`src/hdl/fetch_pkg.sv`:
```
`default_nettype none

package fetch_pkg;

  // first fetch address after reset
  localparam logic [31:0] reset_pc = 32'h8000_0000;

  // data and address width
  localparam int xlen = 32;

  // cache geometry, both powers of two
  localparam int line_words = 4;
  localparam int cache_lines = 16;

  // pc split: tag | index | word | byte
  localparam int word_bits = $clog2(line_words);
  localparam int index_bits = $clog2(cache_lines);
  localparam int tag_bits = xlen - index_bits - word_bits - 2;

  // major opcodes, inst[6:2]
  localparam logic [4:0] opcode_branch = 5'b11000;
  localparam logic [4:0] opcode_jal = 5'b11011;

  // one instruction word, seen as B-type or as J-type
  typedef union packed {
    struct packed {
      logic       sign;
      logic [5:0] imm_10_5;
      logic [4:0] rs2;
      logic [4:0] rs1;
      logic [2:0] funct3;
      logic [3:0] imm_4_1;
      logic       imm_11;
      logic [4:0] opcode;
      logic [1:0] quadrant;
    } b_view;
    struct packed {
      logic       sign;
      logic [9:0] imm_10_1;
      logic       imm_11;
      logic [7:0] imm_19_12;
      logic [4:0] rd;
      logic [4:0] opcode;
      logic [1:0] quadrant;
    } j_view;
  } inst_u;

endpackage

`default_nettype wire

```
`src/hdl/redirect_merge.sv`:
```
`timescale 1ns/1ns
`default_nettype none

module redirect_merge (
  input  logic        clock,
  input  logic        reset,
  input  logic        jump_flush,
  input  logic [31:0] jump_dnpc,
  input  logic        cs_flush,
  input  logic [31:0] cs_dnpc,
  input  logic        hit,
  output logic        redirect,
  output logic        redirect_now,
  output logic [31:0] redirect_pc
);

  // redirect waiting for the cache to hit
  logic        pending;
  logic [31:0] pending_pc;
  // target of this cycle's pulse
  logic [31:0] pulse_pc;

  // exception side wins over jump
  assign pulse_pc = cs_flush ? cs_dnpc : jump_dnpc;
  assign redirect_now = jump_flush | cs_flush;

  // a fresh pulse overrides an older held target
  assign redirect = redirect_now | pending;
  assign redirect_pc = redirect_now ? pulse_pc : pending_pc;

  // hold until fetch pc can actually move
  always_ff @(posedge clock) begin
    if (reset) begin
      pending <= 1'b0;
    end else begin
      pending <= redirect & ~hit;
    end
  end

  always_ff @(posedge clock) begin
    if (redirect_now) begin
      pending_pc <= pulse_pc;
    end
  end

endmodule

`default_nettype wire

```
`src/hdl/icache.sv`:
```
`timescale 1ns/1ns
`default_nettype none

module icache (
  input  logic        clock,
  input  logic        reset,
  input  logic        fencei,
  input  logic [31:0] fetch_pc,
  output logic        hit,
  output logic [31:0] inst,
  output logic        mem_req,
  output logic [31:0] mem_addr,
  input  logic        mem_resp,
  input  logic [31:0] mem_data
);

  // fields of the fetch pc
  logic [fetch_pkg::tag_bits-1:0]   pc_tag;
  logic [fetch_pkg::index_bits-1:0] pc_index;
  logic [fetch_pkg::word_bits-1:0]  pc_word;

  // line storage
  logic [31:0] data_array [fetch_pkg::cache_lines][fetch_pkg::line_words];
  logic [fetch_pkg::tag_bits-1:0] tag_array [fetch_pkg::cache_lines];
  logic [fetch_pkg::cache_lines-1:0] valid;

  // refill state
  logic busy;
  logic killed;
  logic start;
  logic last_word;
  logic [fetch_pkg::word_bits-1:0]  count;
  logic [fetch_pkg::tag_bits-1:0]   refill_tag;
  logic [fetch_pkg::index_bits-1:0] refill_index;

  assign {pc_tag, pc_index, pc_word} = fetch_pc[31:2];

  // lookup is purely combinational
  assign hit = valid[pc_index] && (tag_array[pc_index] == pc_tag);
  assign inst = data_array[pc_index][pc_word];

  // miss seen while idle starts a refill
  assign start = ~busy & ~hit;
  // line_words is a power of two, so all ones marks the last word
  assign last_word = (count == {fetch_pkg::word_bits{1'b1}});
  assign mem_addr = {refill_tag, refill_index, count, 2'b00};

  always_ff @(posedge clock) begin
    if (reset) begin
      busy <= 1'b0;
      killed <= 1'b0;
      mem_req <= 1'b0;
      count <= '0;
      valid <= '0;
    end else begin
      // request is a one cycle strobe
      mem_req <= 1'b0;
      if (start) begin
        busy <= 1'b1;
        killed <= 1'b0;
        count <= '0;
        mem_req <= 1'b1;
        // victim line is overwritten word by word
        valid[pc_index] <= 1'b0;
      end else if (busy && mem_resp) begin
        if (last_word) begin
          busy <= 1'b0;
          valid[refill_index] <= ~killed;
        end else begin
          // next word only after the previous response
          count <= count + 1'b1;
          mem_req <= 1'b1;
        end
      end
      // fence.i drops every line, in-flight one stays invalid
      if (fencei) begin
        valid <= '0;
        if (busy) begin
          killed <= 1'b1;
        end
      end
    end
  end

  // line address captured once per refill
  always_ff @(posedge clock) begin
    if (start) begin
      refill_tag <= pc_tag;
      refill_index <= pc_index;
    end
    if (busy && mem_resp) begin
      data_array[refill_index][count] <= mem_data;
      if (last_word) begin
        tag_array[refill_index] <= refill_tag;
      end
    end
  end

endmodule

`default_nettype wire

```
`src/hdl/branch_predict.sv`:
```
`timescale 1ns/1ns
`default_nettype none

module branch_predict (
  input  logic [31:0] fetch_pc,
  input  logic [31:0] inst,
  output logic [31:0] pred_pc
);

  fetch_pkg::inst_u word;
  logic [31:0] imm_b;
  logic [31:0] imm_j;
  logic [31:0] step;
  logic        take_branch;
  logic        take_jal;

  assign word = inst;

  // B-type immediate, bit 0 always zero
  assign imm_b = {{20{word.b_view.sign}}, word.b_view.imm_11,
                  word.b_view.imm_10_5, word.b_view.imm_4_1, 1'b0};

  // J-type immediate, 21 bits signed
  assign imm_j = {{12{word.j_view.sign}}, word.j_view.imm_19_12,
                  word.j_view.imm_11, word.j_view.imm_10_1, 1'b0};

  // backward taken: sign bit set means negative offset
  assign take_branch = (word.b_view.opcode == fetch_pkg::opcode_branch) & word.b_view.sign;
  // jal is always taken
  assign take_jal = (word.j_view.opcode == fetch_pkg::opcode_jal);

  always_comb begin
    if (take_branch) begin
      step = imm_b;
    end else if (take_jal) begin
      step = imm_j;
    end else begin
      step = 32'd4;
    end
  end

  assign pred_pc = fetch_pc + step;

endmodule

`default_nettype wire

```
`src/hdl/fetch_stage.sv`:
```
`timescale 1ns/1ns
`default_nettype none

module fetch_stage (
  input  logic        clock,
  input  logic        reset,
  input  logic        hit,
  input  logic [31:0] inst,
  input  logic [31:0] pred_pc,
  input  logic        redirect,
  input  logic        redirect_now,
  input  logic [31:0] redirect_pc,
  input  logic        out_ready,
  output logic [31:0] fetch_pc,
  output logic        out_valid,
  output logic [31:0] out_pc,
  output logic [31:0] out_inst
);

  // output register holds a word
  logic out_valid_r;
  // output register free or being drained this cycle
  logic step_en;
  // capture the cache word into the output register
  logic load;

  assign step_en = ~out_valid_r | out_ready;
  assign load = hit & step_en & ~redirect;

  // word in the register is stale once a redirect pulse lands
  assign out_valid = out_valid_r & ~redirect_now;

  always_ff @(posedge clock) begin
    if (reset) begin
      out_valid_r <= 1'b0;
      fetch_pc <= fetch_pkg::reset_pc;
    end else begin
      // redirect empties the output register
      if (redirect) begin
        out_valid_r <= 1'b0;
      end else if (step_en) begin
        out_valid_r <= hit;
      end
      // pc only moves on a hit
      if (hit) begin
        if (redirect) begin
          fetch_pc <= redirect_pc;
        end else if (step_en) begin
          fetch_pc <= pred_pc;
        end
      end
    end
  end

  // pc/inst pair, held under back-pressure
  always_ff @(posedge clock) begin
    if (load) begin
      out_pc <= fetch_pc;
      out_inst <= inst;
    end
  end

endmodule

`default_nettype wire

```
`src/hdl/fetch_top.sv`:
```
`timescale 1ns/1ns
`default_nettype none

module fetch_top (
  input  logic        clock,
  input  logic        reset,
  input  logic        jump_flush,
  input  logic [31:0] jump_dnpc,
  input  logic        cs_flush,
  input  logic [31:0] cs_dnpc,
  input  logic        fencei,
  input  logic        out_ready,
  output logic        out_valid,
  output logic [31:0] out_pc,
  output logic [31:0] out_inst,
  output logic        mem_req,
  output logic [31:0] mem_addr,
  input  logic        mem_resp,
  input  logic [31:0] mem_data
);

  // cache lookup result
  logic                      hit;
  logic [fetch_pkg::xlen-1:0] cache_inst;
  // pc path
  logic [fetch_pkg::xlen-1:0] fetch_pc;
  logic [fetch_pkg::xlen-1:0] pred_pc;
  // merged redirect
  logic                      redirect;
  logic                      redirect_now;
  logic [fetch_pkg::xlen-1:0] redirect_pc;

  redirect_merge u_redirect_merge (
    .clock        (clock),
    .reset        (reset),
    .jump_flush   (jump_flush),
    .jump_dnpc    (jump_dnpc),
    .cs_flush     (cs_flush),
    .cs_dnpc      (cs_dnpc),
    .hit          (hit),
    .redirect     (redirect),
    .redirect_now (redirect_now),
    .redirect_pc  (redirect_pc)
  );

  icache u_icache (
    .clock    (clock),
    .reset    (reset),
    .fencei   (fencei),
    .fetch_pc (fetch_pc),
    .hit      (hit),
    .inst     (cache_inst),
    .mem_req  (mem_req),
    .mem_addr (mem_addr),
    .mem_resp (mem_resp),
    .mem_data (mem_data)
  );

  // static next pc from the word under fetch
  branch_predict u_branch_predict (
    .fetch_pc (fetch_pc),
    .inst     (cache_inst),
    .pred_pc  (pred_pc)
  );

  fetch_stage u_fetch_stage (
    .clock        (clock),
    .reset        (reset),
    .hit          (hit),
    .inst         (cache_inst),
    .pred_pc      (pred_pc),
    .redirect     (redirect),
    .redirect_now (redirect_now),
    .redirect_pc  (redirect_pc),
    .out_ready    (out_ready),
    .fetch_pc     (fetch_pc),
    .out_valid    (out_valid),
    .out_pc       (out_pc),
    .out_inst     (out_inst)
  );

endmodule

`default_nettype wire

```
`config.mk`:
```
export PLATFORM = sky130hd
export DESIGN_NAME = fetch_top
export DESIGN_NICKNAME = d
export VERILOG_FILES = /design/src/hdl/fetch_pkg.sv /design/src/hdl/redirect_merge.sv /design/src/hdl/icache.sv /design/src/hdl/branch_predict.sv /design/src/hdl/fetch_stage.sv /design/src/hdl/fetch_top.sv
export SDC_FILE = /design/constraint.sdc
export NUM_CORES = 2
export LEC_CHECK = 0
export ABC_CLOCK_PERIOD_IN_PS = 14120
export BUFFER_PORTS_ARGS = -buffer_cell sky130_fd_sc_hd__buf_4
export CAP_MARGIN = 20
export CORE_MARGIN = 4
export CORE_UTILIZATION = 30
export DETAILED_ROUTE_END_ITERATION = 7
export PLACE_DENSITY = 0.43
export SETUP_SLACK_MARGIN = 0.15
export SYNTH_ARGS = -nofsm -noshare
export SYNTH_HDL_FRONTEND = slang
export SYNTH_SLANG_ARGS = --single-unit
export TNS_END_PERCENT = 5
```
`constraint.sdc`:
```
create_clock -name clock -period 14.12 [get_ports clock]
set_clock_uncertainty 0.05 [all_clocks]
set_input_delay 2.824 -clock clock [delete_from_list [all_inputs] [get_ports clock]]
set_output_delay 2.824 -clock clock [all_outputs]
set_load 0.02 [all_outputs]
```
==> metrics.cfg <==
[synthesis]
synth_top_area_cell = edfxtp_1
synth-main-ff-cell = edfxtp_1
ys_ff_latch = 2615
avgSynthCellArea_um2 = 22.7
syn_area_mm2 = 0.101
synth-edff-count = 2524
ys_types = 60
yosys-top-cells-area = edfxtp_1 75%, mux4_2 17%, dfxtp_1 1.8%
yosysMostFrequentCell = edfxtp_1
yosysWarningCount = 0
synth_top_area_share_pct = 75.0
synthTopCellsByCount = 2,524 x edfxtp_1, 757 x mux4_2, 163 x nor2_1
synth_cells = 4440
yosysSeqAreaShare_pct = 76.8
synthArstFlopShare_pct = 0

[outcome]
status = finished, final reports clean

[clock_tree]
ctsRootBufferMaster = clkbuf_16
clkSinkCount = 2615
htreeDepth = 5
ctsResizeCount = 0
post_cts_buffers = 0
cts.clk_slew.worst_paths_ns = 0.06
numCtsBuffers = 291
cts_tree = yes
ctsHoldBuffers = 0
clk_path_buf_depth = 4
insertion_delay_ns = 0.86

[route]
wire_per_inst_um = 31.9
ant_nets = 0
dr.pass1.iters = 5
routed_wl_mm = 305
via_per_inst = 5.07
dr_total_vias = 48500
drt-initial-drc-count = 4720
drcViolationCount = 0

[setup_path]
r2r_cells = 18
reg2reg_to = u_fetch_stage.fetch_pc[31]
crit_chain = buf_4, buf_4, buf_4, mux4_2, mux4_2, mux4_2, nor2b_1, ha_1, o21a_1, o211ai_1, nor3_1, a41o_1, nand3_1, o211ai_1, o211ai_1, xor3_1, nand2_1, a221o_1
path_buf_inv = 3
slowest_delay_ns = 0.80
cpMaxStageDelayCell = dfxtp_4
worstPathArrival_ns = 8.68
critPathTopFamily = buffers and inverters
r2r_slack_ns = 6.14
critical_path.max_fanout = 41
end_kind = flop
start_kind = flop
cp.required_ns = 14.82
crit_type = flop to flop

[placement]
io_buffers = 198
place.gp.congestion = 0.779
dp_cells = 9039
hpwlAfterDp_mm = 166

[die]
die_area_mm2 = 0.346
core_area_mm2 = 0.334
num_io_pins = 201
rows = 212
die_y_um = 588
die_width_um = 588
start_util_pct = 30.2

[sta]
slew_viol_final = 0
tns_ns = 0
worst_pin_slew_ns = 1.09
grt_setup_unrepaired = false
setup_viol = 0
min_period_over_period_pct = 56.5
hold_viol = 0
relSlewSlack_pct = 26.9
period_minus_slack_ns = 7.98
max_freq_ghz = 0.125
worst_hold_slack_ns = 0.384

[grt]
grt_max_degree = 113
first_global_vias = 50100
globalRoute.totalOverflow = 0
grt_pass1_wl_mm = 422
grt_util_all_layers_pct = 17.3
antenna_found_initial = 26

[layout]
layout-drive-gt1-share_pct = 30.6
fin_cells = 9565
fillers = 30900
final_nets = 4977
final-seq-area_mm2 = 0.0776
multi_input_area_mm2 = 0.0228
area_growth_pct = 16.5

[min_path]
hold_path.class = flop to flop
min_to = u_fetch_stage.out_pc[0]
worstHoldStart = u_fetch_stage.fetch_pc[0]
holdPathStages = 0

[flow_run]
cap_violations = 0

[pwr]
power_mw = 16.0
power_density_mw_per_mm2 = 136
total_leakage_power_nw = 35.4
vdd_drop_max_mv = 0.0943

## sequential cells by signal, indices dropped and copies added (netlist names), named ones only
register                     flops
u_icache.tag_array             384
u_icache.killed                  1
u_fetch_stage.out_valid_r        1
u_redirect_merge.pending         1
u_icache.refill_tag             24
u_fetch_stage.out_inst          32
u_icache.busy                    1
u_icache.refill_index            4
u_redirect_merge.pending_pc     32
u_icache.valid                  16
u_icache.mem_req                 1
u_icache.data_array           2048
u_fetch_stage.fetch_pc          32
u_fetch_stage.out_pc            32
u_icache.count                   2
## routing by layer
metal  GRT usage, %  vias up  share of wire [%]
met5              0        -              0.022
met4           3.98       10                2.1
met3           2.64      375                5.4
met2           27.4     1476                 47
met1           25.1    27000                 45
li1               -    19700                  -
## power breakdown
part	leakage, nW	switching [mW]	internal [mW]
sequential	23.5	0.0191	8.51
clock	4.38	3.05	4.23
combinational	7.55	0.162	0.0418
## per-stage QoR
| step | setup WS (ns) | area [um^2] | util (%) |
|---|---|---|---|
| finish | 6.14 | 118000 | 35.2 |
| global route | 5.55 | 118000 | 35.2 |
| CTS | 5.92 | 118000 | 35.2 |
| detailed placement | 5.93 | 109000 | 32.5 |
| global placement | 5.91 | 109000 | 32.5 |
| floorplan | 5.35 | 101000 | - |
## logic make-up after synthesis
logic type,synth area share [%]
mux,17.6
fa+ha+maj,0.441
xor+xnor,0.448
simple gates,1.79
flops,76.8
buf+inv,1.14
compound gates,1.78
other cells,0.00371
## layout by cell type (no fill, tap or decap), types with 29 or more instances in the layout
cell type and count:
edfxtp_1 2524, mux4_2 757, buf_4 327, clkbuf_16 302
nand2_1 106, nor2_1 99, dfxtp_1 85, clkbuf_1 75
o21ai_0 66, clkinv_1 66, nor2_4 65, mux2i_1 63
a21oi_1 44, a211oi_1 36, ha_1 34, clkinv_2 33
nor2b_1 32, xnor2_1 32, a21o_1 29
## worst register-to-register path: cells and delay by family, from the launching register on
kind                     cells  cell delay, ns
AO/OA/AOI/OAI                6            1.27
XOR/XNOR                     1            0.21
buffers and inverters        3            2.31
adder cells (fa/ha/maj)      1            0.40
flip-flops                   1            0.80
multiplexers                 3            1.78
AND/OR/NAND/NOR              4            1.07
## how the worst max path moves through the flow
| stage | startpoint | endpoint | slack (ns) | depth (start not counted) |
|---|---|---|---|---|
| floorplan | jump_flush | u_fetch_stage.out_inst[0] | 5.35 | 5 |
| global placement | flop | u_fetch_stage.fetch_pc[28] | 5.91 | 19 |
| detailed placement | flop | u_fetch_stage.fetch_pc[31] | 5.93 | 18 |
| CTS | flop | u_fetch_stage.fetch_pc[31] | 5.92 | 18 |
| global route | flop | u_fetch_stage.fetch_pc[31] | 5.55 | 18 |
| finish | flop | u_fetch_stage.fetch_pc[31] | 6.14 | 18 |
## final cells by class
type                    instances  area share [%]
inverters                      13          0.0415
clock inverters               135           0.952
diodes                         10          0.0213
repair buffers                334            2.21
flip-flops and latches       2615            66.0
well taps                    4494            4.78
clock buffers                 380            6.69
multi-input cells            1584            19.3
Note: power is estimated with default switching activity, not from simulation.
